`config.mk`:
```
export PLATFORM = sky130hd
export DESIGN_NAME = pixel_capture_flat
export DESIGN_NICKNAME = d
export VERILOG_FILES = /design/src/cam_pkg.sv /design/src/pixel_stream_if.sv /design/src/pixel_capture.sv /design/src/flat_wrapper.sv
export SDC_FILE = /design/constraint.sdc
export NUM_CORES = 1
export LEC_CHECK = 0
export ABC_AREA = 1
export BUFFER_PORTS_ARGS = -buffer_cell sky130_fd_sc_hd__buf_4
export CORE_MARGIN = 4
export CORE_UTILIZATION = 35
export CTS_CLUSTER_DIAMETER = 100
export DETAILED_ROUTE_END_ITERATION = 12
export PLACE_DENSITY_LB_ADDON = 0.05
export SYNTH_ARGS = -nofsm -noshare
export SYNTH_HDL_FRONTEND = slang
export SYNTH_SLANG_ARGS = --single-unit
```
`constraint.sdc`:
```
create_clock -name pix_clk -period 1.43 [get_ports pix_clk]
set_clock_uncertainty 0.15 [all_clocks]
set_input_delay 0.429 -clock pix_clk [delete_from_list [all_inputs] [get_ports pix_clk]]
set_output_delay 0.429 -clock pix_clk [all_outputs]
set_load 0.01 [all_outputs]
```
`src/cam_pkg.sv`:
```
`default_nettype none

package cam_pkg;

  // ------------------------------------------------------------
  // Pixel and word geometry
  // ------------------------------------------------------------
  localparam int PIX_BITS     = 12;
  localparam int SLOT_BITS    = 16;
  localparam int PIX_PER_WORD = 4;
  localparam int WORD_BITS    = 64;

  typedef logic [SLOT_BITS-1:0] pix_slot_t;

  // Same 64-bit word seen as one raw value or as four pixel slots
  typedef union packed {
    logic [WORD_BITS-1:0]             raw;
    pix_slot_t [PIX_PER_WORD-1:0]     slots;
  } pix_word_u;

  // ------------------------------------------------------------
  // Host register map
  // ------------------------------------------------------------
  localparam int AXIL_ADDR_BITS = 4;
  localparam int AXIL_DATA_BITS = 32;

  localparam logic [AXIL_ADDR_BITS-1:0] REG_CONTROL = 4'h0;
  localparam logic [AXIL_ADDR_BITS-1:0] REG_STATUS  = 4'h4;
  localparam logic [AXIL_ADDR_BITS-1:0] REG_DATA_LO = 4'h8;
  localparam logic [AXIL_ADDR_BITS-1:0] REG_DATA_HI = 4'hC;

  localparam int CTRL_CAPTURE_EN   = 0;
  localparam int CTRL_FIFO_CLEAR   = 1;
  localparam int CTRL_SENSOR_RESET = 2;

  localparam int STAT_COUNT_LSB   = 0;
  localparam int STAT_COUNT_BITS  = 16;
  localparam int STAT_DATA_READY  = 16;
  localparam int STAT_OVERFLOW    = 17;
  localparam int STAT_FRAMES_LSB  = 24;
  localparam int STAT_FRAMES_BITS = 8;

  localparam logic [1:0] AXIL_RESP_OKAY = 2'b00;

endpackage

`default_nettype wire

```
`src/pixel_stream_if.sv`:
```
`timescale 1ns/1ns
`default_nettype none

// Pixel stream from capture to packer, no back-pressure
interface pixel_stream_if;

  logic                         valid;
  logic [cam_pkg::PIX_BITS-1:0] pixel;
  logic                         sof;
  logic                         eof;

  modport source (
    output valid,
    output pixel,
    output sof,
    output eof
  );

  modport sink (
    input valid,
    input pixel,
    input sof,
    input eof
  );

endinterface

`default_nettype wire

```
`src/pixel_capture.sv`:
```
`timescale 1ns/1ns
`default_nettype none

module pixel_capture (
  input  wire logic                         pix_clk,
  input  wire logic                         rst_n,
  input  wire logic                         frame_valid,
  input  wire logic                         line_valid,
  input  wire logic [cam_pkg::PIX_BITS-1:0] pix_data,
  input  wire logic                         capture_en,
  pixel_stream_if.source                    out
);

  logic                         fv_q;
  logic                         lv_q;
  logic                         fv_prev;
  logic [cam_pkg::PIX_BITS-1:0] pix_q;
  logic                         active;
  logic                         first_pend;
  logic                         frame_rise;
  logic                         frame_fall;
  logic                         in_frame;

  // ------------------------------------------------------------
  // Sensor bus input register
  // ------------------------------------------------------------
  always_ff @(posedge pix_clk) begin
    if (!rst_n) begin
      fv_q    <= 1'b0;
      lv_q    <= 1'b0;
      fv_prev <= 1'b0;
    end else begin
      fv_q    <= frame_valid;
      lv_q    <= line_valid;
      fv_prev <= fv_q;
    end
  end

  always_ff @(posedge pix_clk) begin
    pix_q <= pix_data;
  end

  assign frame_rise = fv_q & ~fv_prev;
  assign frame_fall = ~fv_q & fv_prev;

  // Enable is only looked at on the frame's rising edge
  assign in_frame = frame_rise ? capture_en : active;

  always_ff @(posedge pix_clk) begin
    if (!rst_n) begin
      active     <= 1'b0;
      first_pend <= 1'b0;
    end else if (frame_fall) begin
      active     <= 1'b0;
      first_pend <= 1'b0;
    end else begin
      active     <= in_frame;
      first_pend <= (frame_rise ? capture_en : first_pend) & ~out.valid;
    end
  end

  assign out.valid = fv_q & lv_q & in_frame;
  assign out.pixel = pix_q;
  assign out.sof   = out.valid & (frame_rise | first_pend);
  assign out.eof   = frame_fall & active;

endmodule

`default_nettype wire

```
`src/flat_wrapper.sv`:
```
// flat-port wrapper written by rule: the top's interface ports become plain ports
module pixel_capture_flat 
  (pix_clk, rst_n, frame_valid, line_valid, pix_data, capture_en, out_valid, out_pixel, out_sof, out_eof);
  pixel_stream_if out_i ();
  input  wire logic pix_clk;
  input  wire logic rst_n;
  input  wire logic frame_valid;
  input  wire logic line_valid;
  input  wire logic [cam_pkg::PIX_BITS-1:0] pix_data;
  input  wire logic capture_en;
  output wire logic [$bits(out_i.valid)-1:0] out_valid;
  output wire logic [$bits(out_i.pixel)-1:0] out_pixel;
  output wire logic [$bits(out_i.sof)-1:0] out_sof;
  output wire logic [$bits(out_i.eof)-1:0] out_eof;
  assign out_valid = out_i.valid;
  assign out_pixel = out_i.pixel;
  assign out_sof = out_i.sof;
  assign out_eof = out_i.eof;
  pixel_capture u_core (.pix_clk(pix_clk), .rst_n(rst_n), .frame_valid(frame_valid), .line_valid(line_valid), .pix_data(pix_data), .capture_en(capture_en), .out(out_i));
endmodule
```
## Word level (Yosys, flattened, before mapping)

Index checks and enable logic that the tools add are counted.

| cells by class | value |
|---|---|
| mux-type cells | 2 |
| bitwise gates (word level) | 12 |
| reduce and logical (&&, ||, !) cells | 1 |

Operators by type and width:

| kind | count |
|---|---|
| $and A1 B1 Y1 | 7 |
| $not A1 Y1 | 4 |
| $mux W1 | 2 |
| $reduce_or A2 Y1 | 1 |
| $or A1 B1 Y1 | 1 |

| storage, ports and cells | value |
|---|---|
| flip-flop bits (word level) | 17 |
| input bits | 17 |
| output and inout port bits | 15 |
| word-level logic and storage cells | 21 |

## Depth between registers and ports, before layout

| logic depth | value |
|---|---|
| depth in word-level cells | 6 |
| depth in mapped cells | 6 |
| mapped depth without buffers | 6 |

## Worst setup path before layout

No wires, ideal clock.

| timing path | value |
|---|---|
| kind | register to output |
| start | register u_core.fv_q |
| end | output port out_sof |
| arrival | 0.783 ns |
| data required time | 0.851 ns |
| slack | 0.068 ns |
| stages on the path, launching flop included | 5 |
| path buffers | 0 |
| cell sequence | dfxtp_1 > nand2_1 > nand2_1 > nand3_1 > nor2_1 |

| on the way | value |
|---|---|
| longest elaborated chain between the ends | 4 |
| elaborated cells on any way between the ends | 6 |
| classes of those cells | 1 x mux; 5 x bitwise |

RTL lines:

| element | RTL line | text |
|---|---|---|
| start: declaration | pixel_capture.sv:14 | `logic fv_q;` |
| start signal: assignment | pixel_capture.sv:33 | `fv_q <= frame_valid;` |
| $and A1 B1 Y1 | pixel_capture.sv:43 | `assign frame_rise = fv_q & ~fv_prev;` |
| $mux W1 | pixel_capture.sv:47 | `assign in_frame = frame_rise ? capture_en : active;` |
| $and A1 B1 Y1 | pixel_capture.sv:62 | `assign out.valid = fv_q & lv_q & in_frame;` |
| $and A1 B1 Y1 * | pixel_capture.sv:64 | `assign out.sof = out.valid & (frame_rise \| first_pend);` |
| end: declaration | flat_wrapper.sv:13 | `output wire logic [$bits(out_i.sof)-1:0] out_sof;` |

Every way passes the cells marked *; elsewhere a longest branch is shown, timed or not.

## Worst setup path in the final report

| timing path | value |
|---|---|
| start | register u_core.fv_prev |
| end | output port out_valid |

| on the way | value |
|---|---|
| longest elaborated chain between the ends | 4 |

RTL lines:

| element | RTL line | text |
|---|---|---|
| start: declaration | pixel_capture.sv:16 | `logic fv_prev;` |
| start signal: assignment | pixel_capture.sv:35 | `fv_prev <= fv_q;` |
| $not A1 Y1 | pixel_capture.sv:43 |  |
| $and A1 B1 Y1 | pixel_capture.sv:43 |  |
| $mux W1 | pixel_capture.sv:47 |  |
| $and A1 B1 Y1 | pixel_capture.sv:62 |  |
| end: declaration | flat_wrapper.sv:11 | `output wire logic [$bits(out_i.valid)-1:0] out_valid;` |

Every way passes these cells.

==> impl_metrics.yaml <==
status:
  status: "finished with violations"
  violations: "negative setup slack"
die:
  die_area_mm2: 0.002012
  die_w_um: 44.86
  die_y_um: 44.86
  ios: 32
  initial_core_util_pct: 37.00
  core_area_mm2: 0.001285
  num_rows: 13
routing:
  vias: 405
  wl_met3_um: 75
  via_per_inst: 3.971
  wl_met2_um: 448
  wl_per_cell_um: 8.824
  drc: 0
  firstDrtPassIters: 1
  totalWireLength_um: 900
  drt_iter0_drc: 0
  antenna_left: 0
  routed.top_layer: "met4"
  wl_met1_um: 369
final_layout:
  nets: 105
  fill_cells: 119
  fin_cells: 102
  layout_commonest_cell: "buf_4"
  antennaDiodeCount: 0
  multi_input_area_um2: 102.6
  layout.cells.most_common_list: "35 x buf_4, 15 x dfxtp_1, 10 x inv_1, 6 x nand2_1"
  area_delta_synth_final_pct: 70.79
  regArea_um2: 345.3
  drive_above_1_share_pct: 57.47
worst_setup_path:
  cp-start-kind: "flop"
  cp_max_fo: 3
  worstPathArrival_ns: 1.09
  worstPathCellList: "inv_2, nand2_2, nand2_2, inv_2, nor2_4, buf_6"
  crit_family: "flip-flops"
  endpoint_kind: "output port"
  critical_path.slowest_cell: "dfxtp_2"
  slowest_delay_ns: 0.33
  crit_buf_inv: 3
  path_class: "flop to output port"
  cp.required_ns: 0.85
power_and_ir_drop:
  swShare_pct: 21.49
  power_uw: 858.8
  power_frac_clock_pct: 28.0
  p_seq_share_pct: 59.0
  ir_drop_mv: 0.6027
  switchingPower_uw: 184.5
  p_per_area_mw_per_mm2: 1058
  p_int_uw: 674.3
  power.share.combinational_pct: 13.0
  p_leak_uw: 0.0004302
sta:
  fin_setup_tns_ns: -0.6091
  worstMarginPinSlew_ns: 0.1629
  rsz0062_at_grt: "true"
  slew_violations: 0
  fin_crit_sh_pct: 116.5
  timing.slew.headroom_pct: 89.06
  layout_setup_ws_ns: -0.2355
  timing.final.crit_period_ns: 1.665
  setup_violations: 3
  hold_viol_final: 0
  max_freq_mhz: 600.4
logic_synthesis:
  syn_inst: 47
  synthTopCellsByArea: "dfxtp_1 72%, inv_1 8.7%, nand2_1 7.1%"
  ys_types: 10
  ys_warn_count: 0
  syn_area_per_cell_um2: 10.12
  synth_top_area_share_pct: 71.58
  synth_nets: 64
  seq_area_frac_synth_pct: 71.58
  yosys_register_bits: 17
  yosys.area.top_type: "dfxtp_1"
  syn_area_um2: 475.5
clocking:
  clockRootBuffer: "clkbuf_4"
  htreeDepth: 1
  clk_pin_slew_ns: 0.09
  cts_hold_buf: 0
  cts_buffers: 3
  clock_sinks: 17
  max-clock-path-buffers: 2
  cts_tree: "done"
  insertion_delay_ns: 0.28
  cts_setup_buffers: 0
placed_design:
  numPortBuffers: 31
  gp_congestion: 0.7793
  dp_cells: 98
  hpwl_um: 726.5
grt:
  grt_pass1_wl_um: 1380
  antenna_found_initial: 0
  grt_pass1_vias: 344
  grt_util_all_layers_pct: 9.571
  grt-ovfl-total: 0
  grt_max_degree: 10
run:
  drv_cap: 0
worst_hold_path:
  min_path_type: "primary input to flop"
registers in the layout, summed over array words and instances, names as in the netlist:
signal             cells
u_core.active          1
u_core.first_pend      1
u_core.fv_prev         1
u_core.fv_q            1
u_core.lv_q            1
u_core.out.pixel      12
kinds of logic after synthesis:
kind of cell    after synthesis  share of synthesized area (%)
simple gates                 17                          17.10
flops                        17                          71.58
buf+inv                      12                          9.473
compound gates                1                          1.842
cell usage after synthesis:
| master | number |
|---|---|
| dfxtp_1 | 17 |
| inv_1 | 11 |
| nand2_1 | 9 |
| nor2_1 | 3 |
| nand3_1 | 2 |
| a21oi_2 | 1 |
| inv_2 | 1 |
| nand3_2 | 1 |
| nor2_4 | 1 |
| nor3_1 | 1 |
through the flow:
| stage | utilization [%] | worst slack [ns] | cell area [um2] | hold slack (ns) |
|---|---|---|---|---|
| finish | 63.19 | -0.2355 | 812.0 | 0.09589 |
| global placement | 59.49 | -0.09553 | 764.5 | 0.3837 |
| global route | 63.19 | -0.3317 | 812.0 | 0.07243 |
| floorplan | - | 0.06825 | 475.5 | 0.3067 |
| detailed placement | 59.49 | -0.1022 | 764.5 | 0.3845 |
| CTS | 62.61 | -0.2538 | 804.5 | 0.08287 |
timing repair:
action / 4_1_cts / 5_1_grt
hold endpoints to repair: 0 / 0
pin swaps: 1 / 1
setup endpoints to repair: 3 / 3
gates resized for setup: 7 / 2
metal layers:
metal	global-route usage, %	up-vias
met5	0	-
li1	-	215
met4	7.018	0
met1	12.07	174
met2	13.18	14
met3	3.586	2
power by group through the flow:
stage	clock (uW)	combinational [uW]	sequential, uW
after floorplan	0	24.9	528
after global placement	0	108	518
after detailed placement	0	109	519
after CTS	255	111	507
after global routing	271	122	510
final	240	112	507
layout make-up:
cell class	instances	area share, %
Clock buffer	4	3.236
Inverter	12	5.547
Multi-Input combinational cell	18	12.63
Sequential cell	17	42.53
Tap cell	15	2.311
Timing Repair Buffer	36	33.74
final timing paths:
path / start / end / slack, ns / cells after the start
max: u_core.fv_prev / out_valid / -0.24 / 6
min: pix_data[10] / u_core.out.pixel[10] / 0.1 / 1
max reg2reg: u_core.fv_prev / u_core.first_pend / 0.35 / 7
min reg2reg: u_core.first_pend / u_core.first_pend / 0.42 / 4
Power figures use the tool's default switching activity.
