$ cat src/cam_pkg.sv
`default_nettype none

package cam_pkg;

  // ------------------------------------------------------------
  // Pixel and word geometry
  // ------------------------------------------------------------
  localparam int PIX_BITS     = 12;
  localparam int SLOT_BITS    = 16;
  localparam int PIX_PER_WORD = 4;
  localparam int WORD_BITS    = 64;

  typedef logic [SLOT_BITS-1:0] pix_slot_t;

  // Same 64-bit word seen as one raw value or as four pixel slots
  typedef union packed {
    logic [WORD_BITS-1:0]             raw;
    pix_slot_t [PIX_PER_WORD-1:0]     slots;
  } pix_word_u;

  // ------------------------------------------------------------
  // Host register map
  // ------------------------------------------------------------
  localparam int AXIL_ADDR_BITS = 4;
  localparam int AXIL_DATA_BITS = 32;

  localparam logic [AXIL_ADDR_BITS-1:0] REG_CONTROL = 4'h0;
  localparam logic [AXIL_ADDR_BITS-1:0] REG_STATUS  = 4'h4;
  localparam logic [AXIL_ADDR_BITS-1:0] REG_DATA_LO = 4'h8;
  localparam logic [AXIL_ADDR_BITS-1:0] REG_DATA_HI = 4'hC;

  localparam int CTRL_CAPTURE_EN   = 0;
  localparam int CTRL_FIFO_CLEAR   = 1;
  localparam int CTRL_SENSOR_RESET = 2;

  localparam int STAT_COUNT_LSB   = 0;
  localparam int STAT_COUNT_BITS  = 16;
  localparam int STAT_DATA_READY  = 16;
  localparam int STAT_OVERFLOW    = 17;
  localparam int STAT_FRAMES_LSB  = 24;
  localparam int STAT_FRAMES_BITS = 8;

  localparam logic [1:0] AXIL_RESP_OKAY = 2'b00;

endpackage

`default_nettype wire

$ cat src/axil_regs.sv
`timescale 1ns/1ns
`default_nettype none

module axil_regs (
  input  wire logic                                pix_clk,
  input  wire logic                                rst_n,
  input  wire logic [cam_pkg::AXIL_ADDR_BITS-1:0]  awaddr,
  input  wire logic                                awvalid,
  output logic                                     awready,
  input  wire logic [cam_pkg::AXIL_DATA_BITS-1:0]  wdata,
  input  wire logic                                wvalid,
  output logic                                     wready,
  output logic [1:0]                               bresp,
  output logic                                     bvalid,
  input  wire logic                                bready,
  input  wire logic [cam_pkg::AXIL_ADDR_BITS-1:0]  araddr,
  input  wire logic                                arvalid,
  output logic                                     arready,
  output logic [cam_pkg::AXIL_DATA_BITS-1:0]       rdata,
  output logic [1:0]                               rresp,
  output logic                                     rvalid,
  input  wire logic                                rready,
  input  wire logic [cam_pkg::WORD_BITS-1:0]       head,
  input  wire logic [cam_pkg::STAT_COUNT_BITS-1:0] count,
  input  wire logic                                data_ready,
  input  wire logic                                overflow,
  input  wire logic                                frame_end,
  output logic                                     capture_en,
  output logic                                     clear,
  output logic                                     pop,
  output logic                                     sensor_reset_n
);

  localparam int DW = cam_pkg::AXIL_DATA_BITS;

  logic                                  ctrl_capture;
  logic                                  ctrl_sreset;
  logic [cam_pkg::STAT_FRAMES_BITS-1:0]  frame_cnt;
  logic                                  wr_accept;
  logic                                  wr_ctrl;
  logic                                  rd_accept;
  logic                                  buf_empty;
  logic [DW-1:0]                         ctrl_word;
  logic [DW-1:0]                         status_word;
  logic [DW-1:0]                         rd_mux;

  // ------------------------------------------------------------
  // Write channel
  // ------------------------------------------------------------
  assign wr_accept = awvalid & wvalid & ~bvalid;
  assign awready   = wr_accept;
  assign wready    = wr_accept;
  assign bresp     = cam_pkg::AXIL_RESP_OKAY;
  assign wr_ctrl   = wr_accept & (awaddr == cam_pkg::REG_CONTROL);

  always_ff @(posedge pix_clk) begin
    if (!rst_n) begin
      bvalid       <= 1'b0;
      ctrl_capture <= 1'b0;
      ctrl_sreset  <= 1'b0;
      clear        <= 1'b0;
    end else begin
      if (wr_accept) begin
        bvalid <= 1'b1;
      end else if (bready) begin
        bvalid <= 1'b0;
      end
      // Clear bit is a strobe and is never stored
      clear <= wr_ctrl & wdata[cam_pkg::CTRL_FIFO_CLEAR];
      if (wr_ctrl) begin
        ctrl_capture <= wdata[cam_pkg::CTRL_CAPTURE_EN];
        ctrl_sreset  <= wdata[cam_pkg::CTRL_SENSOR_RESET];
      end
    end
  end

  assign capture_en     = ctrl_capture;
  assign sensor_reset_n = ~ctrl_sreset;

  always_ff @(posedge pix_clk) begin
    if (!rst_n) begin
      frame_cnt <= '0;
    end else if (frame_end) begin
      frame_cnt <= frame_cnt + 1'b1;
    end
  end

  // ------------------------------------------------------------
  // Read channel
  // ------------------------------------------------------------
  assign rd_accept = arvalid & ~rvalid;
  assign arready   = rd_accept;
  assign rresp     = cam_pkg::AXIL_RESP_OKAY;
  assign buf_empty = (count == '0);
  assign pop       = rd_accept & (araddr == cam_pkg::REG_DATA_HI) & ~buf_empty;

  always_comb begin
    ctrl_word = '0;
    ctrl_word[cam_pkg::CTRL_CAPTURE_EN]   = ctrl_capture;
    ctrl_word[cam_pkg::CTRL_SENSOR_RESET] = ctrl_sreset;

    status_word = '0;
    status_word[cam_pkg::STAT_COUNT_LSB +: cam_pkg::STAT_COUNT_BITS]   = count;
    status_word[cam_pkg::STAT_DATA_READY]                              = data_ready;
    status_word[cam_pkg::STAT_OVERFLOW]                                = overflow;
    status_word[cam_pkg::STAT_FRAMES_LSB +: cam_pkg::STAT_FRAMES_BITS] = frame_cnt;

    case (araddr)
      cam_pkg::REG_CONTROL: rd_mux = ctrl_word;
      cam_pkg::REG_STATUS:  rd_mux = status_word;
      cam_pkg::REG_DATA_LO: rd_mux = buf_empty ? '0 : head[DW-1:0];
      cam_pkg::REG_DATA_HI: rd_mux = buf_empty ? '0 : head[2*DW-1:DW];
      default:              rd_mux = '0;
    endcase
  end

  always_ff @(posedge pix_clk) begin
    if (!rst_n) begin
      rvalid <= 1'b0;
    end else if (rd_accept) begin
      rvalid <= 1'b1;
    end else if (rready) begin
      rvalid <= 1'b0;
    end
  end

  always_ff @(posedge pix_clk) begin
    if (rd_accept) begin
      rdata <= rd_mux;
    end
  end

endmodule

`default_nettype wire

$ cat config.mk
export PLATFORM = sky130hd
export DESIGN_NAME = axil_regs
export DESIGN_NICKNAME = d
export VERILOG_FILES = /design/src/cam_pkg.sv /design/src/axil_regs.sv
export SDC_FILE = /design/constraint.sdc
export NUM_CORES = 1
export LEC_CHECK = 0
export BUFFER_PORTS_ARGS = -buffer_cell sky130_fd_sc_hd__buf_2
export CAP_MARGIN = 20
export CELL_PAD_IN_SITES_DETAIL_PLACEMENT = 1
export CELL_PAD_IN_SITES_GLOBAL_PLACEMENT = 2
export CORE_ASPECT_RATIO = 0.8
export CORE_MARGIN = 2
export CORE_UTILIZATION = 21
export CTS_BUF_LIST = sky130_fd_sc_hd__clkbuf_8
export CTS_CLUSTER_SIZE = 30
export DETAILED_ROUTE_END_ITERATION = 6
export MAX_ROUTING_LAYER = met4
export PLACE_DENSITY_LB_ADDON = 0.1
export SLEW_MARGIN = 20
export SYNTH_ARGS = -nofsm -noshare
export SYNTH_HDL_FRONTEND = slang
export SYNTH_SLANG_ARGS = --single-unit
export TNS_END_PERCENT = 1
$ cat constraint.sdc
create_clock -name pix_clk -period 2.3 [get_ports pix_clk]
set_input_delay 0.23 -clock pix_clk [delete_from_list [all_inputs] [get_ports pix_clk]]
set_output_delay 0.23 -clock pix_clk [all_outputs]
set_load 0.005 [all_outputs]
# After elaboration in Yosys (flattened, before gate mapping)
# Index checks and enable logic that the tools add are counted.
[classes] n_addsub=1 eq_ne=3 n_mux=7 n_bitwise=11 n_reduce_logical=5
[op_table] operator="$pmux W32 S4" n=1
[op_table] operator="$mux W32" n=2
[op_table] operator="$logic_not A16 Y1" n=1
[op_table] operator="$add A8 B1 Y8 const B" n=1
[op_table] operator="$eq A4 B4 Y1 const B" n=2
[op_table] operator="$logic_not A4 Y1" n=2
[op_table] operator="$and A1 B1 Y1" n=7
[op_table] operator="$eq A4 B3 Y1 const B" n=1
[op_table] operator="$mux W1" n=4
[op_table] operator="$not A1 Y1" n=4
[op_table] operator="$reduce_bool A2 Y1" n=2
[word_totals] register_bits=45 in_bits=130 out_inout_bits=45 elab_cells=34

# Logic depth before layout (Yosys ltp)
[depth] ltp_word=4 mapped_depth=5 depth_no_buf=4

# Worst setup path after synthesis
# Ideal clock, no wire load.
[synth_timing] kind="flip-flop to output port" start="register rvalid" end="output pop" arrival_ps=2220 required_time_ps=2070 slack_ps=-150 stages_incl_launch_ff=4 path_buffers=0 cell_sequence="dfxtp_1 > nor2b_1 > nand2_1 > nor3_1"
[synth_via] elab_chain_cells=4
[synth_rtl] element="start, declared" line_no="axil_regs.sv:21" rtl="output logic rvalid,"
[synth_rtl] element="start signal, assigned" line_no="axil_regs.sv:119" rtl="rvalid <= 1'b0;"
[synth_rtl] element="start signal, assigned" line_no="axil_regs.sv:121" rtl="rvalid <= 1'b1;"
[synth_rtl] element="start signal, assigned" line_no="axil_regs.sv:123" rtl="rvalid <= 1'b0;"
[synth_rtl] element="$not A1 Y1" line_no="axil_regs.sv:91" rtl="assign rd_accept = arvalid & ~rvalid;"
[synth_rtl] element="$and A1 B1 Y1" line_no="axil_regs.sv:91"
[synth_rtl] element="net arready" line_no="axil_regs.sv:18" rtl="output logic arready,"
[synth_rtl] element="$and A1 B1 Y1 (2 in series)" line_no="axil_regs.sv:95" rtl="assign pop = rd_accept & (araddr == cam_pkg::REG_DATA_HI) & ~buf_empty;"
[synth_rtl] element="end, declared" line_no="axil_regs.sv:30" rtl="output logic pop,"
# The timed path passes the listed nets, and every way through them passes these cells.

# Final worst setup path
[layout_timing] start="input count[4] (netlist name)" end="output pop"
[layout_via] elab_chain_cells=3
[layout_rtl] element="start, declared" line_no="axil_regs.sv:24" rtl="input wire logic [cam_pkg::STAT_COUNT_BITS-1:0] count,"
[layout_rtl] element="$logic_not A16 Y1" line_no="axil_regs.sv:94" rtl="assign buf_empty = (count == '0);"
[layout_rtl] element="$not A1 Y1" line_no="axil_regs.sv:95"
[layout_rtl] element="$and A1 B1 Y1" line_no="axil_regs.sv:95"
# Every way passes these cells.

==> results_dict.tcl <==
set metrics [dict create \
    outcome "completed" \
    cp.arrival_ns 1.50 \
    worstSetupPathType "input port to primary output" \
    clk_pin_slew_ns 0.08 \
    dieArea_um2 12220 \
    hold_viol_final 0 \
    nets 483 \
    hold_buffers 0 \
    yosysSeqAreaShare_pct 51.26 \
    htreeDepth 2 \
    synth_seq_cells 45 \
    coreArea_um2 10980 \
    cts-resized-gates 0 \
    setup_slack_ns 0.5692 \
    area_growth_syn_to_layout_pct 38.66 \
    wl_per_cell_um 15.38 \
    finish.utilization_pct 30.10 \
    cpMaxStageDelayCell "nor4_1" \
    synth_compound_area_share_pct 10.92 \
    timing.rr.start "rvalid$_SDFFE_PN0P_" \
    cp_slowest_stage_delay_ns 0.39 \
    worst-path-buf-inv 3 \
    initial_core_util_pct 21.71 \
    chipWidth_um 123.1 \
    avgViaCountPerCell 4.342 \
    worstSetupStartpointType "input port" \
    netlist_area_um2 2382 \
    cts_buffer_depth 2 \
    vdd_drop_max_mv 0.1864 \
    drtIter0Drc 73 \
    period_share_pct 75.25 \
    synth_area_per_cell_um2 11.18 \
    cts_tree "done" \
    cap_violations 0 \
    fill_cells 1296 \
    cp_top_family "simple AND/OR/NAND/NOR gates" \
    drv_slew 0 \
    cp.required_ns 2.07 \
    yosys.area_share.adder_pct 0.5252 \
    stdcell_count 497 \
    placement.io_buffers 141 \
    placed_cells 489 \
    max_freq_ghz 0.5778 \
    cts_root_buffer "clkbuf_8" \
    whs_ns 0.1109 \
    dr.pass1.iters 4 \
    num_rows 34 \
    clock_latency_ns 0.29 \
    synth_simple_gate_area_share_pct 14.13 \
    cp_common_cell "buf_2" \
    hp-start "rready" \
    synth_common_cells "35 x mux2i_1, 32 x edfxtp_1, 29 x nand2_1" \
    vias 2158 \
    ios 175 \
    syn_inst 213 \
    synth-edff-count 32 \
    hold_class "input port to register" \
    setup_viol 0 \
    synth_cell_type_count 32 \
    critPathMaxFanout 22 \
    yosys_warnings 0 \
    place_ws_ns 0.5270 \
    gr-total-overflow 0 \
    rsz0062_at_grt "no" \
    grt_pass1_vias 2300 \
    synth_top_family_by_area "multiplexers" \
    synth.mux.area_fraction_pct 14.71 \
    synthMostInstantiatedCell "mux2i_1" \
    antenna_found_initial 0 \
    grt_pass1_wl_um 11530 \
    post_cts_buffers 0 \
    finalWirelength_um 7644 \
    power.density_nw_per_um2 547.9 \
    leakage_nw 1.488 \
    ant_nets 0 \
    cts_sinks 45 \
    antenna_cells 0 \
    synthFlopType "edfxtp_1" \
    synth.area.top_cells "edfxtp_1 40%, mux2i_1 15%, dfxtp_1 11%" \
    finalCriticalPeriod_ns 1.731 \
    grtUsageTotal_pct 12.54 \
    synth_xor_area_share_pct 1.471 \
    cp-end-kind "primary output" \
    cp_cell_sequence "buf_2, nor4_1, and4_1, buf_4, nor3_1, buf_2" \
    gp_congestion 0.6898 \
    synth_top_area_share_pct 40.34 \
    cts_buffers 5 \
    grt_max_degree 25 \
    synth_area_leader_cell "edfxtp_1" \
    async_flop_share_pct 0 \
    drc 0 \
    die_y_um 99.27 \
    skew_ns 0.006804 \
    power.total_mw 1.810 \
    placed_cell_area_um2 3196 \
    crit_start "count[4]" \
    finalSetupTns_ns 0 \
    dp_hpwl_um 5863 \
    final_area_um2 3303 \
    drive_gt1_share_pct 45.04 \
]
state kept, by name, summed over array words and instances, names as in the netlist:
name	flops
clear	1
capture_en	1
rvalid	1
ctrl_sreset	1
bvalid	1
rdata	32
frame_cnt	8
worst paths after layout:
path	to	slack (ns)	cells past startpoint
worst max-delay path	pop	0.57	6
worst min-delay path	rvalid$_SDFFE_PN0P_	0.11	2
worst max register to register	rdata[14]$_DFFE_PP_	0.93	2
worst min register to register	bvalid$_SDFFE_PN0P_	0.49	2
kinds of logic after synthesis:
group / after synthesis
AO/OA/AOI/OAI: 38
buffers and inverters: 23
multiplexers: 35
AND/OR/NAND/NOR: 66
adder cells (fa/ha/maj): 1
XOR/XNOR: 4
other: 1
flip-flops: 45
placed cells by master (no fill, tap or decap), types with 5 or more instances in the layout:
cell type    n
nor4_1       5
o21ai_0      5
o31ai_1     24
nor3_1       8
dfxtp_1     13
buf_2      141
nor2_1       7
nand2_1     29
clkbuf_8     5
edfxtp_1    32
a21oi_1      6
mux2i_1     35
buf_4        8
routing by layer:
layer / vias up / global-route usage, % / wire, um
met1: 985 / 16.62 / 3623
met4: 0 / 1.573 / 19
met5: - / - / 0
met3: 2 / 4.128 / 802
met2: 102 / 19.21 / 3199
li1: 1069 / - / -
layout make-up:
class	count	area (um^2)	share of cell area (%)
Clock buffer	5	68.82	2.083
Sequential cell	45	1221	36.97
Inverter	3	11.26	0.3409
Timing Repair Buffer	149	765.7	23.18
Tap cell	144	180.2	5.455
Multi-Input combinational cell	148	1017	30.80
Clock inverter	3	38.79	1.174
worst register-to-register path, cell delays in order (launching register included):
cell	delay, ns
dfxtp_1	0.36
nor2b_4	0.37
buf_4	0.33
power by group:
part | switching, mW | total [mW] | internal (mW)
Sequential | 0.0153 | 0.929 | 0.914
Clock | 0.276 | 0.595 | 0.319
Combinational | 0.144 | 0.285 | 0.142
Total | 0.435 | 1.81 | 1.37
Note: power is estimated with default switching activity, not from simulation.
