## config.mk

```make
export PLATFORM = sky130hd
export DESIGN_NAME = pixel_packer_flat
export DESIGN_NICKNAME = d
export VERILOG_FILES = /design/src/cam_pkg.sv /design/src/pixel_stream_if.sv /design/src/pixel_packer.sv /design/src/flat_wrapper.sv
export SDC_FILE = /design/constraint.sdc
export NUM_CORES = 1
export LEC_CHECK = 0
export BUFFER_PORTS_ARGS = -buffer_cell sky130_fd_sc_hd__buf_2
export CAP_MARGIN = 20
export CELL_PAD_IN_SITES_DETAIL_PLACEMENT = 0
export CELL_PAD_IN_SITES_GLOBAL_PLACEMENT = 2
export CORE_MARGIN = 2
export CORE_UTILIZATION = 39
export CTS_CLUSTER_SIZE = 24
export DETAILED_ROUTE_END_ITERATION = 6
export PLACE_DENSITY = 0.77
export RECOVER_POWER = 100
export SLEW_MARGIN = 20
export SYNTH_ARGS = -nofsm -noshare
export SYNTH_HDL_FRONTEND = slang
export SYNTH_SLANG_ARGS = --single-unit
export TNS_END_PERCENT = 50
```

## constraint.sdc

```tcl
create_clock -name pix_clk -period 6.92 [get_ports pix_clk]
set_clock_uncertainty 0.2 [all_clocks]
set_input_delay 1.384 -clock pix_clk [delete_from_list [all_inputs] [get_ports pix_clk]]
set_output_delay 1.384 -clock pix_clk [all_outputs]
set_load 0.005 [all_outputs]
```

## src/cam_pkg.sv

```systemverilog
`default_nettype none

package cam_pkg;

  // ------------------------------------------------------------
  // Pixel and word geometry
  // ------------------------------------------------------------
  localparam int PIX_BITS     = 12;
  localparam int SLOT_BITS    = 16;
  localparam int PIX_PER_WORD = 4;
  localparam int WORD_BITS    = 64;

  typedef logic [SLOT_BITS-1:0] pix_slot_t;

  // Same 64-bit word seen as one raw value or as four pixel slots
  typedef union packed {
    logic [WORD_BITS-1:0]             raw;
    pix_slot_t [PIX_PER_WORD-1:0]     slots;
  } pix_word_u;

  // ------------------------------------------------------------
  // Host register map
  // ------------------------------------------------------------
  localparam int AXIL_ADDR_BITS = 4;
  localparam int AXIL_DATA_BITS = 32;

  localparam logic [AXIL_ADDR_BITS-1:0] REG_CONTROL = 4'h0;
  localparam logic [AXIL_ADDR_BITS-1:0] REG_STATUS  = 4'h4;
  localparam logic [AXIL_ADDR_BITS-1:0] REG_DATA_LO = 4'h8;
  localparam logic [AXIL_ADDR_BITS-1:0] REG_DATA_HI = 4'hC;

  localparam int CTRL_CAPTURE_EN   = 0;
  localparam int CTRL_FIFO_CLEAR   = 1;
  localparam int CTRL_SENSOR_RESET = 2;

  localparam int STAT_COUNT_LSB   = 0;
  localparam int STAT_COUNT_BITS  = 16;
  localparam int STAT_DATA_READY  = 16;
  localparam int STAT_OVERFLOW    = 17;
  localparam int STAT_FRAMES_LSB  = 24;
  localparam int STAT_FRAMES_BITS = 8;

  localparam logic [1:0] AXIL_RESP_OKAY = 2'b00;

endpackage

`default_nettype wire

```

## src/pixel_stream_if.sv

```systemverilog
`timescale 1ns/1ns
`default_nettype none

// Pixel stream from capture to packer, no back-pressure
interface pixel_stream_if;

  logic                         valid;
  logic [cam_pkg::PIX_BITS-1:0] pixel;
  logic                         sof;
  logic                         eof;

  modport source (
    output valid,
    output pixel,
    output sof,
    output eof
  );

  modport sink (
    input valid,
    input pixel,
    input sof,
    input eof
  );

endinterface

`default_nettype wire

```

## src/pixel_packer.sv

```systemverilog
`timescale 1ns/1ns
`default_nettype none

module pixel_packer (
  input  wire logic          pix_clk,
  input  wire logic          rst_n,
  pixel_stream_if.sink       in,
  output logic               word_valid,
  output cam_pkg::pix_word_u word,
  output logic               frame_end
);

  localparam logic [1:0] LAST_SLOT = 2'(cam_pkg::PIX_PER_WORD - 1);

  logic [1:0]         idx;
  logic [1:0]         slot;
  cam_pkg::pix_word_u acc;
  cam_pkg::pix_word_u fill;

  // ------------------------------------------------------------
  // Slot fill
  // ------------------------------------------------------------
  // A new frame restarts at slot 0 with an empty word
  always_comb begin
    slot = in.sof ? 2'd0 : idx;
    fill = in.sof ? '0 : acc;
    fill.slots[slot] = cam_pkg::pix_slot_t'(in.pixel);
  end

  always_ff @(posedge pix_clk) begin
    if (!rst_n) begin
      idx        <= 2'd0;
      word_valid <= 1'b0;
      frame_end  <= 1'b0;
    end else begin
      word_valid <= 1'b0;
      frame_end  <= 1'b0;
      if (in.valid) begin
        if (slot == LAST_SLOT) begin
          word_valid <= 1'b1;
          idx        <= 2'd0;
        end else begin
          idx <= slot + 2'd1;
        end
      end else if (in.eof) begin
        // Flush a partly filled word
        if (idx != 2'd0) begin
          word_valid <= 1'b1;
        end
        idx       <= 2'd0;
        frame_end <= 1'b1;
      end
    end
  end

  // ------------------------------------------------------------
  // Word payload
  // ------------------------------------------------------------
  // acc is zeroed after every issue so unused slots read as zero
  always_ff @(posedge pix_clk) begin
    if (in.valid) begin
      if (slot == LAST_SLOT) begin
        word <= fill;
        acc  <= '0;
      end else begin
        acc <= fill;
      end
    end else if (in.eof) begin
      word <= acc;
      acc  <= '0;
    end
  end

endmodule

`default_nettype wire

```

## src/flat_wrapper.sv

```systemverilog
// flat-port wrapper written by rule: the top's interface ports become plain ports
module pixel_packer_flat 
  (pix_clk, rst_n, word_valid, word, frame_end, in_valid, in_pixel, in_sof, in_eof);
  pixel_stream_if in_i ();
  input  wire logic pix_clk;
  input  wire logic rst_n;
  output logic word_valid;
  output cam_pkg::pix_word_u word;
  output logic frame_end;
  input wire logic [$bits(in_i.valid)-1:0] in_valid;
  input wire logic [$bits(in_i.pixel)-1:0] in_pixel;
  input wire logic [$bits(in_i.sof)-1:0] in_sof;
  input wire logic [$bits(in_i.eof)-1:0] in_eof;
  assign in_i.valid = in_valid;
  assign in_i.pixel = in_pixel;
  assign in_i.sof = in_sof;
  assign in_i.eof = in_eof;
  pixel_packer u_core (.pix_clk(pix_clk), .rst_n(rst_n), .in(in_i), .word_valid(word_valid), .word(word), .frame_end(frame_end));
endmodule
```

# Yosys cells after proc, flatten, opt, wreduce, memory -nomap -nowiden
# Index checks and enable logic that the tools add are counted.
# totals
reg_bits	132
input_bits	17
word_cells	35
# op_classes
addsub	1
magnitude_cmp	2
eq_ne	2
mux	19
n_bitwise	1
reduce_logical	5
# op_table
cell	n
$mux 64	7
$bwmux 64	1
$demux 16 s2	1
$mux 16	1
$mux 2	4
$mux 1	5
$reduce_bool 2->1	2
$lt 2x3->1 const B	1
$add 2x1->2 const B	1
$eq 2x2->1 const B	1
$ge 2x1->1 const B	1
$ne 2x1->1 const B	1
$reduce_and 2->1	1
$reduce_or 2->1	1
$logic_and 1x1->1	1
$not 1->1	1

# Depth between registers and ports, before layout
# Gate-level depths: netlist (run 1).
# logic_depth
word_depth	8
depth_mapped	9
ltp_nobuf	6

# Worst setup path after synthesis (run 1)
# No wires, ideal clock.
# synth_timing
kind	input port to flip-flop
start	input in_sof
end	register u_core.word[0] in the netlist's numbering, enable pin
setup_ps	486
arrival_ps	4917
setup_slack_ps	1316
cell_stages	7
path_buffers	2
cell_sequence	buf_2 clkbuf_1 nand2b_1 inv_1 ha_1 nor2b_1 nor2_1
# synth_via
elab_chain_cells	4
# synth_lines
element	line_no	text
start, declared	flat_wrapper.sv:12	input wire logic [$bits(in_i.sof)-1:0] in_sof;
$mux 2	pixel_packer.sv:25	slot = in.sof ? 2'd0 : idx;
$eq 2x2->1	pixel_packer.sv:62	if (slot == LAST_SLOT) begin
$ne 2x1->1 (no line)	-	
$reduce_and 2->1 (no line)	-	
end signal, assigned	pixel_packer.sv:63	word <= fill;
end, declared	pixel_packer.sv:9	output cam_pkg::pix_word_u word,
# Every way passes these cells.
# A chain may end at the register's enable or synchronous reset.

# Final worst setup path (run 1)
# layout_timing
start	input in_valid
end	register u_core.acc[11] in the netlist's numbering, enable pin
# layout_via
elab_chain_cells	1
# layout_lines
element	line_no	text
start, declared	flat_wrapper.sv:10	input wire logic [$bits(in_i.valid)-1:0] in_valid;
$reduce_bool 2->1 (no line)	-	
end signal, assigned	pixel_packer.sv:66	acc <= fill;
end, declared	pixel_packer.sv:17	cam_pkg::pix_word_u acc;
# Every way passes these cells.

==> out/metrics.yaml, run 1 <==
synth_edf_count: 128
cp_cell_sequence: "clkbuf_1 -> nor2_1 -> inv_1 -> buf_4"
drive_above_1_share_pct: 18.2
ios: 83
reg2reg_slack_ps: 3820
gr-total-overflow: 0
pwr-share-seq_pct: 48.9
post_cts_buffers: 0
final_cells: 717
dp_hpwl_mm: 8.09
holdPathEnd: "u_core.word[14]"
gp_congestion: 0.739
avgSynthCellArea_um2: 12.9
critPathArrivalTime_ps: 4750
coreArea_um2: 14500
p_int_mw: 1.52
wl_met2_mm: 5.92
pre_cts_ws_ps: 2460
p_sw_mw: 0.453
die_width_um: 125
clock_latency_ps: 420
tns_ps: 0
clock_path_buffers: 2
p_clk_share_pct: 43.6
ys_seq_elements: 132
max_cap_viol_count: 2
worstPathRequired_ps: 6770
clock_sinks: 132
critPathCaptureType: "flop"
violations: "capacitance limit, slew limit"
status: "finished, violations left"
wl_met3_um: 795
ys_types: 27
syn_inst: 445
min_from: "u_core.acc[14]"
post-place-cells: 685
wirelength_mm: 12.9
p_per_area_nw_per_um2: 291
drtPass1Iterations: 5
final_nets: 541
portBuffers: 82
cts_made_buffers: 17
crit_path_max_incr_delay_ps: 1440
drt_first_iter_violations: 380
r2r_end: "u_core.acc[45]"
yosys_most_used_dff: "edfxtp_1"
report.power.total_mw: 1.98
num_antenna_cells: 0
top_layer_used: "met4"
post-route-util_pct: 46.9
worst_pin_slew_ps: 2060
drt-vias-per-instance: 5.28
syn_area_um2: 5740
layout_min_cycle_time_ps: 4900
met1_length_mm: 6.07
grt_pass1_wl_mm: 20.2
wire_per_inst_um: 18.0
fin_ws_ps: 2020
netSwitchingFraction_pct: 22.9
vias: 3783
ant_nets: 0
path_class: "input pin to flop"
relSlewSlack_pct: -37.3
area_growth_pct: 18.3
irDropWorstVdd_mv: 0.165
min_path_cells: 1
async_flop_share_pct: 0
fill_cells: 1319
grt_max_degree: 46
synth_warnings: 0
grt_pass1_vias: 3599
antenna_found_initial: 0
rr_worst_depth: 5
cts_tree: "built"
synth.most_common_cell: "edfxtp_1"
initial_core_util_pct: 39.7
yosys.area.top_type: "edfxtp_1"
timing.fmax_mhz: 204
rsz0062_at_grt: "no"
syn_nets: 466
grt_use_total_pct: 16.6
slowest_stage: "clkbuf_1"
cp-start-kind: "input pin"
die_h_um: 125
synth_commonest_cells: "edfxtp_1, nand2_1, a22oi_1, and2_1, inv_1"
fin_crit_sh_pct: 70.8
root_buffer: "clkbuf_16"
drc: 0
cts_resized: 0
critPathMaxFanout: 45
finalSetupViolCount: 0
clkSlewWorstSetupHoldPaths_ps: 60
ys_seq_area_share_pct: 68.3
synth.area.top_cells: "edfxtp_1, a22oi_1, and2_1"
ctsHoldBuffers: 0
rr_startpoint: "u_core.idx[0]"
hold_viol_final: 0
leakagePower_nw: 2.54
crit_family: "buffers and inverters"
htree_levels: 4
cp_num_buf_inv: 3
synth_top_cell_area_share_pct: 66.9
combPwrFrac_pct: 7.5
num_rows: 44
die-area_um2: 15700
hold_path.class: "flop to flop"
drv_slew: 75
## through the flow
stage | hold WS [ps] | area, um2
6_report | 354 | 6790
5_1_grt | 377 | 6790
4_1_cts | 351 | 6850
3_5_place_dp | 339 | 6280
3_3_place_gp | 334 | 6280
2_1_floorplan | 315 | 5740
## layer usage
layer	up-vias	global-route usage (%)
met5	-	0
met4	0	4.84
met3	7	4.24
met2	136	24.9
met1	1842	24.0
li1	1798	-
## cell usage in the layout, fill, tap and decap left out
master	n
and2_1	10
clkinv_4	3
a21oi_2	7
ha_1	4
nand2_1	51
dfxtp_1	4
nor2_4	1
buf_1	1
and3_1	8
clkinv_1	2
edfxtp_1	128
or3b_1	1
nor2b_1	5
clkinv_2	3
o21a_1	2
and2_0	24
nor3b_1	6
clkbuf_16	17
clkbuf_1	27
inv_1	27
and3b_1	2
clkinvlp_4	4
a21o_1	1
o22ai_1	24
a21oi_1	17
a22oi_1	37
and2b_1	1
o21ai_0	7
nor2_1	19
nand2b_1	4
buf_2	58
bufinv_16	2
buf_4	2
a22o_1	24
## power groups by stage
| stage | sequential (mW) | combinational [mW] | clock [mW] |
|---|---|---|---|
| after floorplan | 0.978 | 0.0898 | 0 |
| after global placement | 0.979 | 0.152 | 0 |
| after detailed placement | 0.980 | 0.154 | 0 |
| after CTS | 0.965 | 0.155 | 0.873 |
| after global routing | 0.971 | 0.167 | 0.907 |
| final | 0.965 | 0.149 | 0.861 |
## registers in the layout (all words and copies together), names as in the netlist
name and count:
u_core.word 64, u_core.idx 2, u_core.frame_end 1, u_core.word_valid 1, u_core.acc 64
## logic make-up after synthesis
| family | share of synthesized area, % |
|---|---|
| AND/OR/NAND/NOR | 11.6 |
| adder cells (fa/ha/maj) | 0.871 |
| buffers and inverters | 4.40 |
| flip-flops | 68.3 |
| AO/OA/AOI/OAI | 14.9 |
## final cells by class
class                   instances  area (um2)  share of cell area (%)
clock buffers                  18         429                    6.32
clock inverters                14         139                    2.04
inverters                      27         101                    1.49
multi-input cells             255        1560                    23.0
flip-flops and latches        132        3920                    57.8
well taps                     184         230                    3.39
repair buffers                 87         407                    5.99
## worst reg2reg max path, delay by kind of cell (launching register included)
kind                     cells  cell delay [ps]
AND/OR/NAND/NOR              3              570
flip-flops                   1              530
buffers and inverters        1             1210
adder cells (fa/ha/maj)      1              260
## worst max path at each step
stage	start	to	slack [ps]	cells after the start
floorplan	in_sof	u_core.word[0]	1320	7
global placement	in_sof	u_core.acc[31]	2590	7
detailed placement	in_sof	u_core.acc[60]	2460	7
CTS	in_sof	u_core.acc[60]	2880	7
global route	in_valid	u_core.acc[11]	1670	4
finish	in_valid	u_core.acc[11]	2020	4
Power figures use the tool's default switching activity.
==> run 2: changes to the inputs <==
Clock period 6.92 ns to 4.88 ns, I/O delays scaled along.
==> run 2 against run 1 <==
Against the previous run:
- the run still ends with capacitance limit, slew limit left
- clock power increased by 39%
- register-to-register slack got worse by 2300 ps
- routed wire length about the same
- sequential cell count unchanged
- non-clock buffer count increased by 5
- cell count increased by 0.70%
- highest routed layer unchanged
- via count decreased by 0.34%
- global-route usage increased by 0.45 points
- sequential power increased by 42%
- core utilization decreased by 0.078 points
- sequential share of layout area increased by 0.096 points
- hold slack got worse by 6.7 ps
==> out/metrics.yaml, run 2 (same netlist as run 1, synthesis figures left out) <==
critPathCaptureType: "flop"
reg2reg_slack_ps: 1490
final_cells: 722
clock_latency_ps: 420
crit_family: "buffers and inverters"
cts_resized: 0
ctsHoldBuffers: 0
fill_cells: 1344
p_clk_share_pct: 43.2
wirelength_mm: 12.9
path_depth: 4
finalSetupViolCount: 0
critPathMostFrequentCell: "clkbuf_1"
num_antenna_cells: 0
combPwrFrac_pct: 7.6
gr-total-overflow: 0
p_per_area_nw_per_um2: 410
timing.fmax_mhz: 275
drive_above_1_share_pct: 16.0
antenna_found_initial: 0
top_regs: "u_core.acc: 64 flops, u_core.word: 64 flops, u_core.idx: 2 flops"
cp_num_buf_inv: 3
worstPathRequired_ps: 4730
dp_hpwl_mm: 8.30
die-area_um2: 15700
vias: 3770
p_int_mw: 2.17
ant_nets: 0
drv_slew: 98
critPathArrivalTime_ps: 3480
pre_cts_ws_ps: 1660
num_rows: 44
cp-endpoint: "u_core.acc[8]"
clkSlewWorstSetupHoldPaths_ps: 50
rr_startpoint: "u_core.idx[0]"
cp-start-kind: "input pin"
initial_core_util_pct: 39.7
wire_per_inst_um: 17.8
final_cell_mix: "edfxtp_1, buf_2, nand2_1"
rsz0062_at_grt: "no"
grt_pass1_wl_mm: 20.8
portBuffers: 82
status: "finished, violations left"
path_class: "input pin to flop"
grt_use_total_pct: 17.0
fin_crit_sh_pct: 74.4
final_nets: 546
area_growth_pct: 18.1
tns_ps: 0
clock_path_buffers: 2
gp_congestion: 0.755
cts_made_buffers: 17
drt-vias-per-instance: 5.22
grt_pass1_vias: 3753
layout_commonest_cell: "edfxtp_1"
cp_cell_sequence: "clkbuf_1 -> nor2_1 -> inv_1 -> clkbuf_1"
rr_worst_depth: 5
r2r_end: "u_core.word[0]"
slowest_stage: "inv_1"
p_sw_mw: 0.614
max_cap_viol_count: 3
pwr-share-seq_pct: 49.2
post_cts_buffers: 0
relSlewSlack_pct: -32.5
critPathMaxFanout: 36
layout_min_cycle_time_ps: 3630
hold_path.class: "flop to flop"
die_h_um: 125
holdWs_ps: 347
drc: 0
cts_tree: "built"
leakagePower_nw: 2.54
die_width_um: 125
grt_max_degree: 38
violations: "capacitance limit, slew limit"
worst_pin_slew_ps: 1990
post-place-cells: 690
min_path_cells: 1
root_buffer: "clkbuf_16"
clock_sinks: 132
netSwitchingFraction_pct: 22.1
coreArea_um2: 14500
drtPass1Iterations: 5
startpoint: "in_valid"
crit_path_max_incr_delay_ps: 1090
hold_viol_final: 0
drt_first_iter_violations: 301
irDropWorstVdd_mv: 0.235
fin_ws_ps: 1250
htree_levels: 4
ios: 83
run 2: cell types whose count changed in the layout (fill, tap and decap cells not counted), sizes merged:
cell      change
bufinv        -1
clkinvlp      -3
clkbuf       +21
clkinv        -5
buf           -7
run 2: power by group through the flow:
stage / sequential [mW] / combinational, mW / clock, mW
2_1_floorplan: 1.39 / 0.128 / 0
3_3_place_gp: 1.39 / 0.221 / 0
3_5_place_dp: 1.39 / 0.224 / 0
4_1_cts: 1.37 / 0.225 / 1.22
5_1_grt: 1.38 / 0.238 / 1.27
6_report: 1.37 / 0.213 / 1.20
run 2: final cells by class:
type                       count  area [um2]  share of cell area [%]
sequential                   132        3920                    57.8
multi-input combinational    255        1560                    22.9
clock buffer                  27         503                    7.42
timing repair buffer          92         415                    6.12
tap                          184         230                    3.39
inverter                      27         101                    1.49
clock inverter                 5        52.6                   0.775
run 2: how the worst min path moves through the flow:
stage | from | end | slack [ps]
floorplan | u_core.acc[12] | u_core.acc[12] | 310
global placement | u_core.acc[63] | u_core.word[63] | 330
detailed placement | u_core.acc[12] | u_core.word[12] | 330
CTS | u_core.acc[14] | u_core.word[14] | 350
global route | u_core.acc[47] | u_core.word[47] | 370
finish | u_core.acc[14] | u_core.word[14] | 350
run 2: routing by layer:
layer  GRT usage [%]  vias up  share of wire [%]
met2            25.2      116                 46
li1                -     1809                  -
met1            24.7     1835                 48
met4            5.49        0               0.99
met5               0        -                  0
met3            4.45       10                5.3
run 2: stage by stage:
step           util, %  cell area (um2)  total power [mW]
6_report          46.8             6780              2.78
5_1_grt           46.8             6780              2.88
4_1_cts           47.5             6870              2.81
3_5_place_dp      43.6             6320              1.61
3_3_place_gp      43.6             6320              1.61
2_1_floorplan        -             5750              1.51
==> run 3: changes to the inputs <==
Settings changed: ABC_AREA set to 1, CORE_UTILIZATION 39 to 37, PLACE_DENSITY 0.77 to 0.78.
Clock period 4.88 ns to 3.5 ns, I/O delays scaled along.
==> run 3 against run 2 <==
Against the previous run:
- the run now ends clean
- area after synthesis increased by 2.6%
- critical path depth unchanged
- design area increased by 4.0%
- cell count increased by 22%
- combinational power increased by 43%
- via count increased by 12%
- core utilization decreased by 1.9 points
- critical path type unchanged
- highest routed layer unchanged
==> out/metrics.yaml, run 3 <==
status: "finished clean"
synth_edf_count: 128
finalSetupViolCount: 0
layout_min_cycle_time_ps: 2950
grt_use_total_pct: 17.6
cts_tree: "built"
holdWs_ps: 316
die_h_um: 130
async_flop_share_pct: 0
synth_top_cell_area_share_pct: 65.2
area_growth_pct: 19.7
avgSynthCellArea_um2: 10.3
fin_ws_ps: 550
final_cell_mix: "nand2_1, edfxtp_1, nand3_1"
drive_above_1_share_pct: 13.7
worst_pin_slew_ps: 1340
htree_levels: 4
critPathMaxFanout: 30
vias: 4211
holdPathEnd: "u_core.frame_end"
grt_pass1_vias: 3968
clock_path_buffers: 2
antenna_found_initial: 0
top_regs: "u_core.acc: 64 flops, u_core.word: 64 flops, u_core.idx: 2 flops"
synth.most_common_cell: "nand2_1"
tns_ps: 0
hold_viol_final: 0
timing.fmax_mhz: 339
rsz0062_at_grt: "no"
clock_latency_ps: 420
ys_types: 22
wirelength_mm: 13.9
reg2reg_slack_ps: 580
gr-total-overflow: 0
critPathCaptureType: "flop"
drtPass1Iterations: 4
gp_congestion: 0.765
rr_worst_depth: 7
drt_first_iter_violations: 251
coreArea_um2: 15700
synth.area.top_cells: "edfxtp_1, nand2_1, nand3_1"
cts_made_buffers: 17
cts_resized: 0
num_antenna_cells: 0
syn_area_um2: 5890
wire_per_inst_um: 15.7
ios: 83
portBuffers: 82
drv_slew: 0
ant_nets: 0
clkSlewWorstSetupHoldPaths_ps: 60
synth_warnings: 0
path_class: "input pin to flop"
critPathArrivalTime_ps: 2870
final_area_um2: 7060
dp_hpwl_mm: 9.12
post-route-util_pct: 44.9
post_cts_buffers: 0
pre_cts_ws_ps: 570
placement.cell_area_um2: 6480
final_nets: 674
p_per_area_nw_per_um2: 589
syn_inst: 574
syn_nets: 595
irDropWorstVdd_mv: 0.297
yosys_most_used_dff: "edfxtp_1"
drt-vias-per-instance: 4.77
num_rows: 46
yosys.area.top_type: "edfxtp_1"
grt_pass1_wl_mm: 21.9
die_width_um: 130
die-area_um2: 16900
ctsHoldBuffers: 0
synth_commonest_cells: "nand2_1, edfxtp_1, nand3_1, nor2_1, inv_1"
rr_startpoint: "u_core.idx[0]"
fin_crit_sh_pct: 84.3
max_cap_viol_count: 0
relSlewSlack_pct: 10.8
ys_seq_elements: 132
worstPathRequired_ps: 3420
layout_commonest_cell: "nand2_1"
grt_max_degree: 39
cp-start-kind: "input pin"
min_from: "in_eof"
leakagePower_nw: 2.87
r2r_end: "u_core.word[35]"
ys_seq_area_share_pct: 66.6
initial_core_util_pct: 37.5
hold_path.class: "input pin to flop"
root_buffer: "clkbuf_16"
drc: 0
clock_sinks: 132
min_path_cells: 3
==> run 3: changes by cell type after synthesis, moves of 27 or more <==
cell     previous run  this run
nand2_1            51       165
and2_1             34         0
a22oi_1            37         0
nor2_1             20        47
o21ai_0             7        36
nand3_1             0        63
==> run 3: logic make-up after synthesis <==
| group | synth area share [%] |
|---|---|
| flops | 66.6 |
| buf+inv | 6.05 |
| fa+ha+maj | 0.849 |
| compound gates | 4.74 |
| simple gates | 21.8 |
==> run 3: layer usage <==
layer	vias to the layer above	routed length (um)	GRT usage [%]
li1	2102	-	-
met1	1960	6500	24.4
met2	125	6250	26.1
met3	24	831	4.43
met4	0	297	7.84
met5	-	0	0
==> run 3: power breakdown <==
part           switching, mW  internal, mW
clock network          0.674          1.28
registers             0.0365          1.86
logic                  0.215        0.0889
==> run 3: worst max path at each step <==
stage / from / to / slack (ps) / depth (start not counted)
floorplan: in_sof / u_core.word[0] / 320 / 6
global placement: in_sof / u_core.word[8] / 660 / 7
detailed placement: in_sof / u_core.word[8] / 570 / 7
CTS: u_core.idx[0] / u_core.word[8] / 880 / 7
global route: in_valid / u_core.acc[62] / 330 / 4
finish: in_valid / u_core.acc[62] / 550 / 4
==> run 3: layout make-up <==
class	count	area [um2]
Clock buffer	19	443
Clock inverter	13	208
Fill cell	1519	8660
Inverter	46	173
Multi-Input combinational cell	363	1620
Sequential cell	132	3920
Tap cell	216	270
Timing Repair Buffer	93	419
==> run 3: metrics by stage <==
stage	power [mW]	instances
after global placement	2.24	850
final	4.16	882
after floorplan	2.12	574
after CTS	4.21	882
after detailed placement	2.25	850
after global routing	4.31	882
==> run 3: worst max-delay path, stage by stage <==
cell      delay (ps)
clkbuf_1         280
inv_1            680
clkbuf_1        1040
nor3_1           150
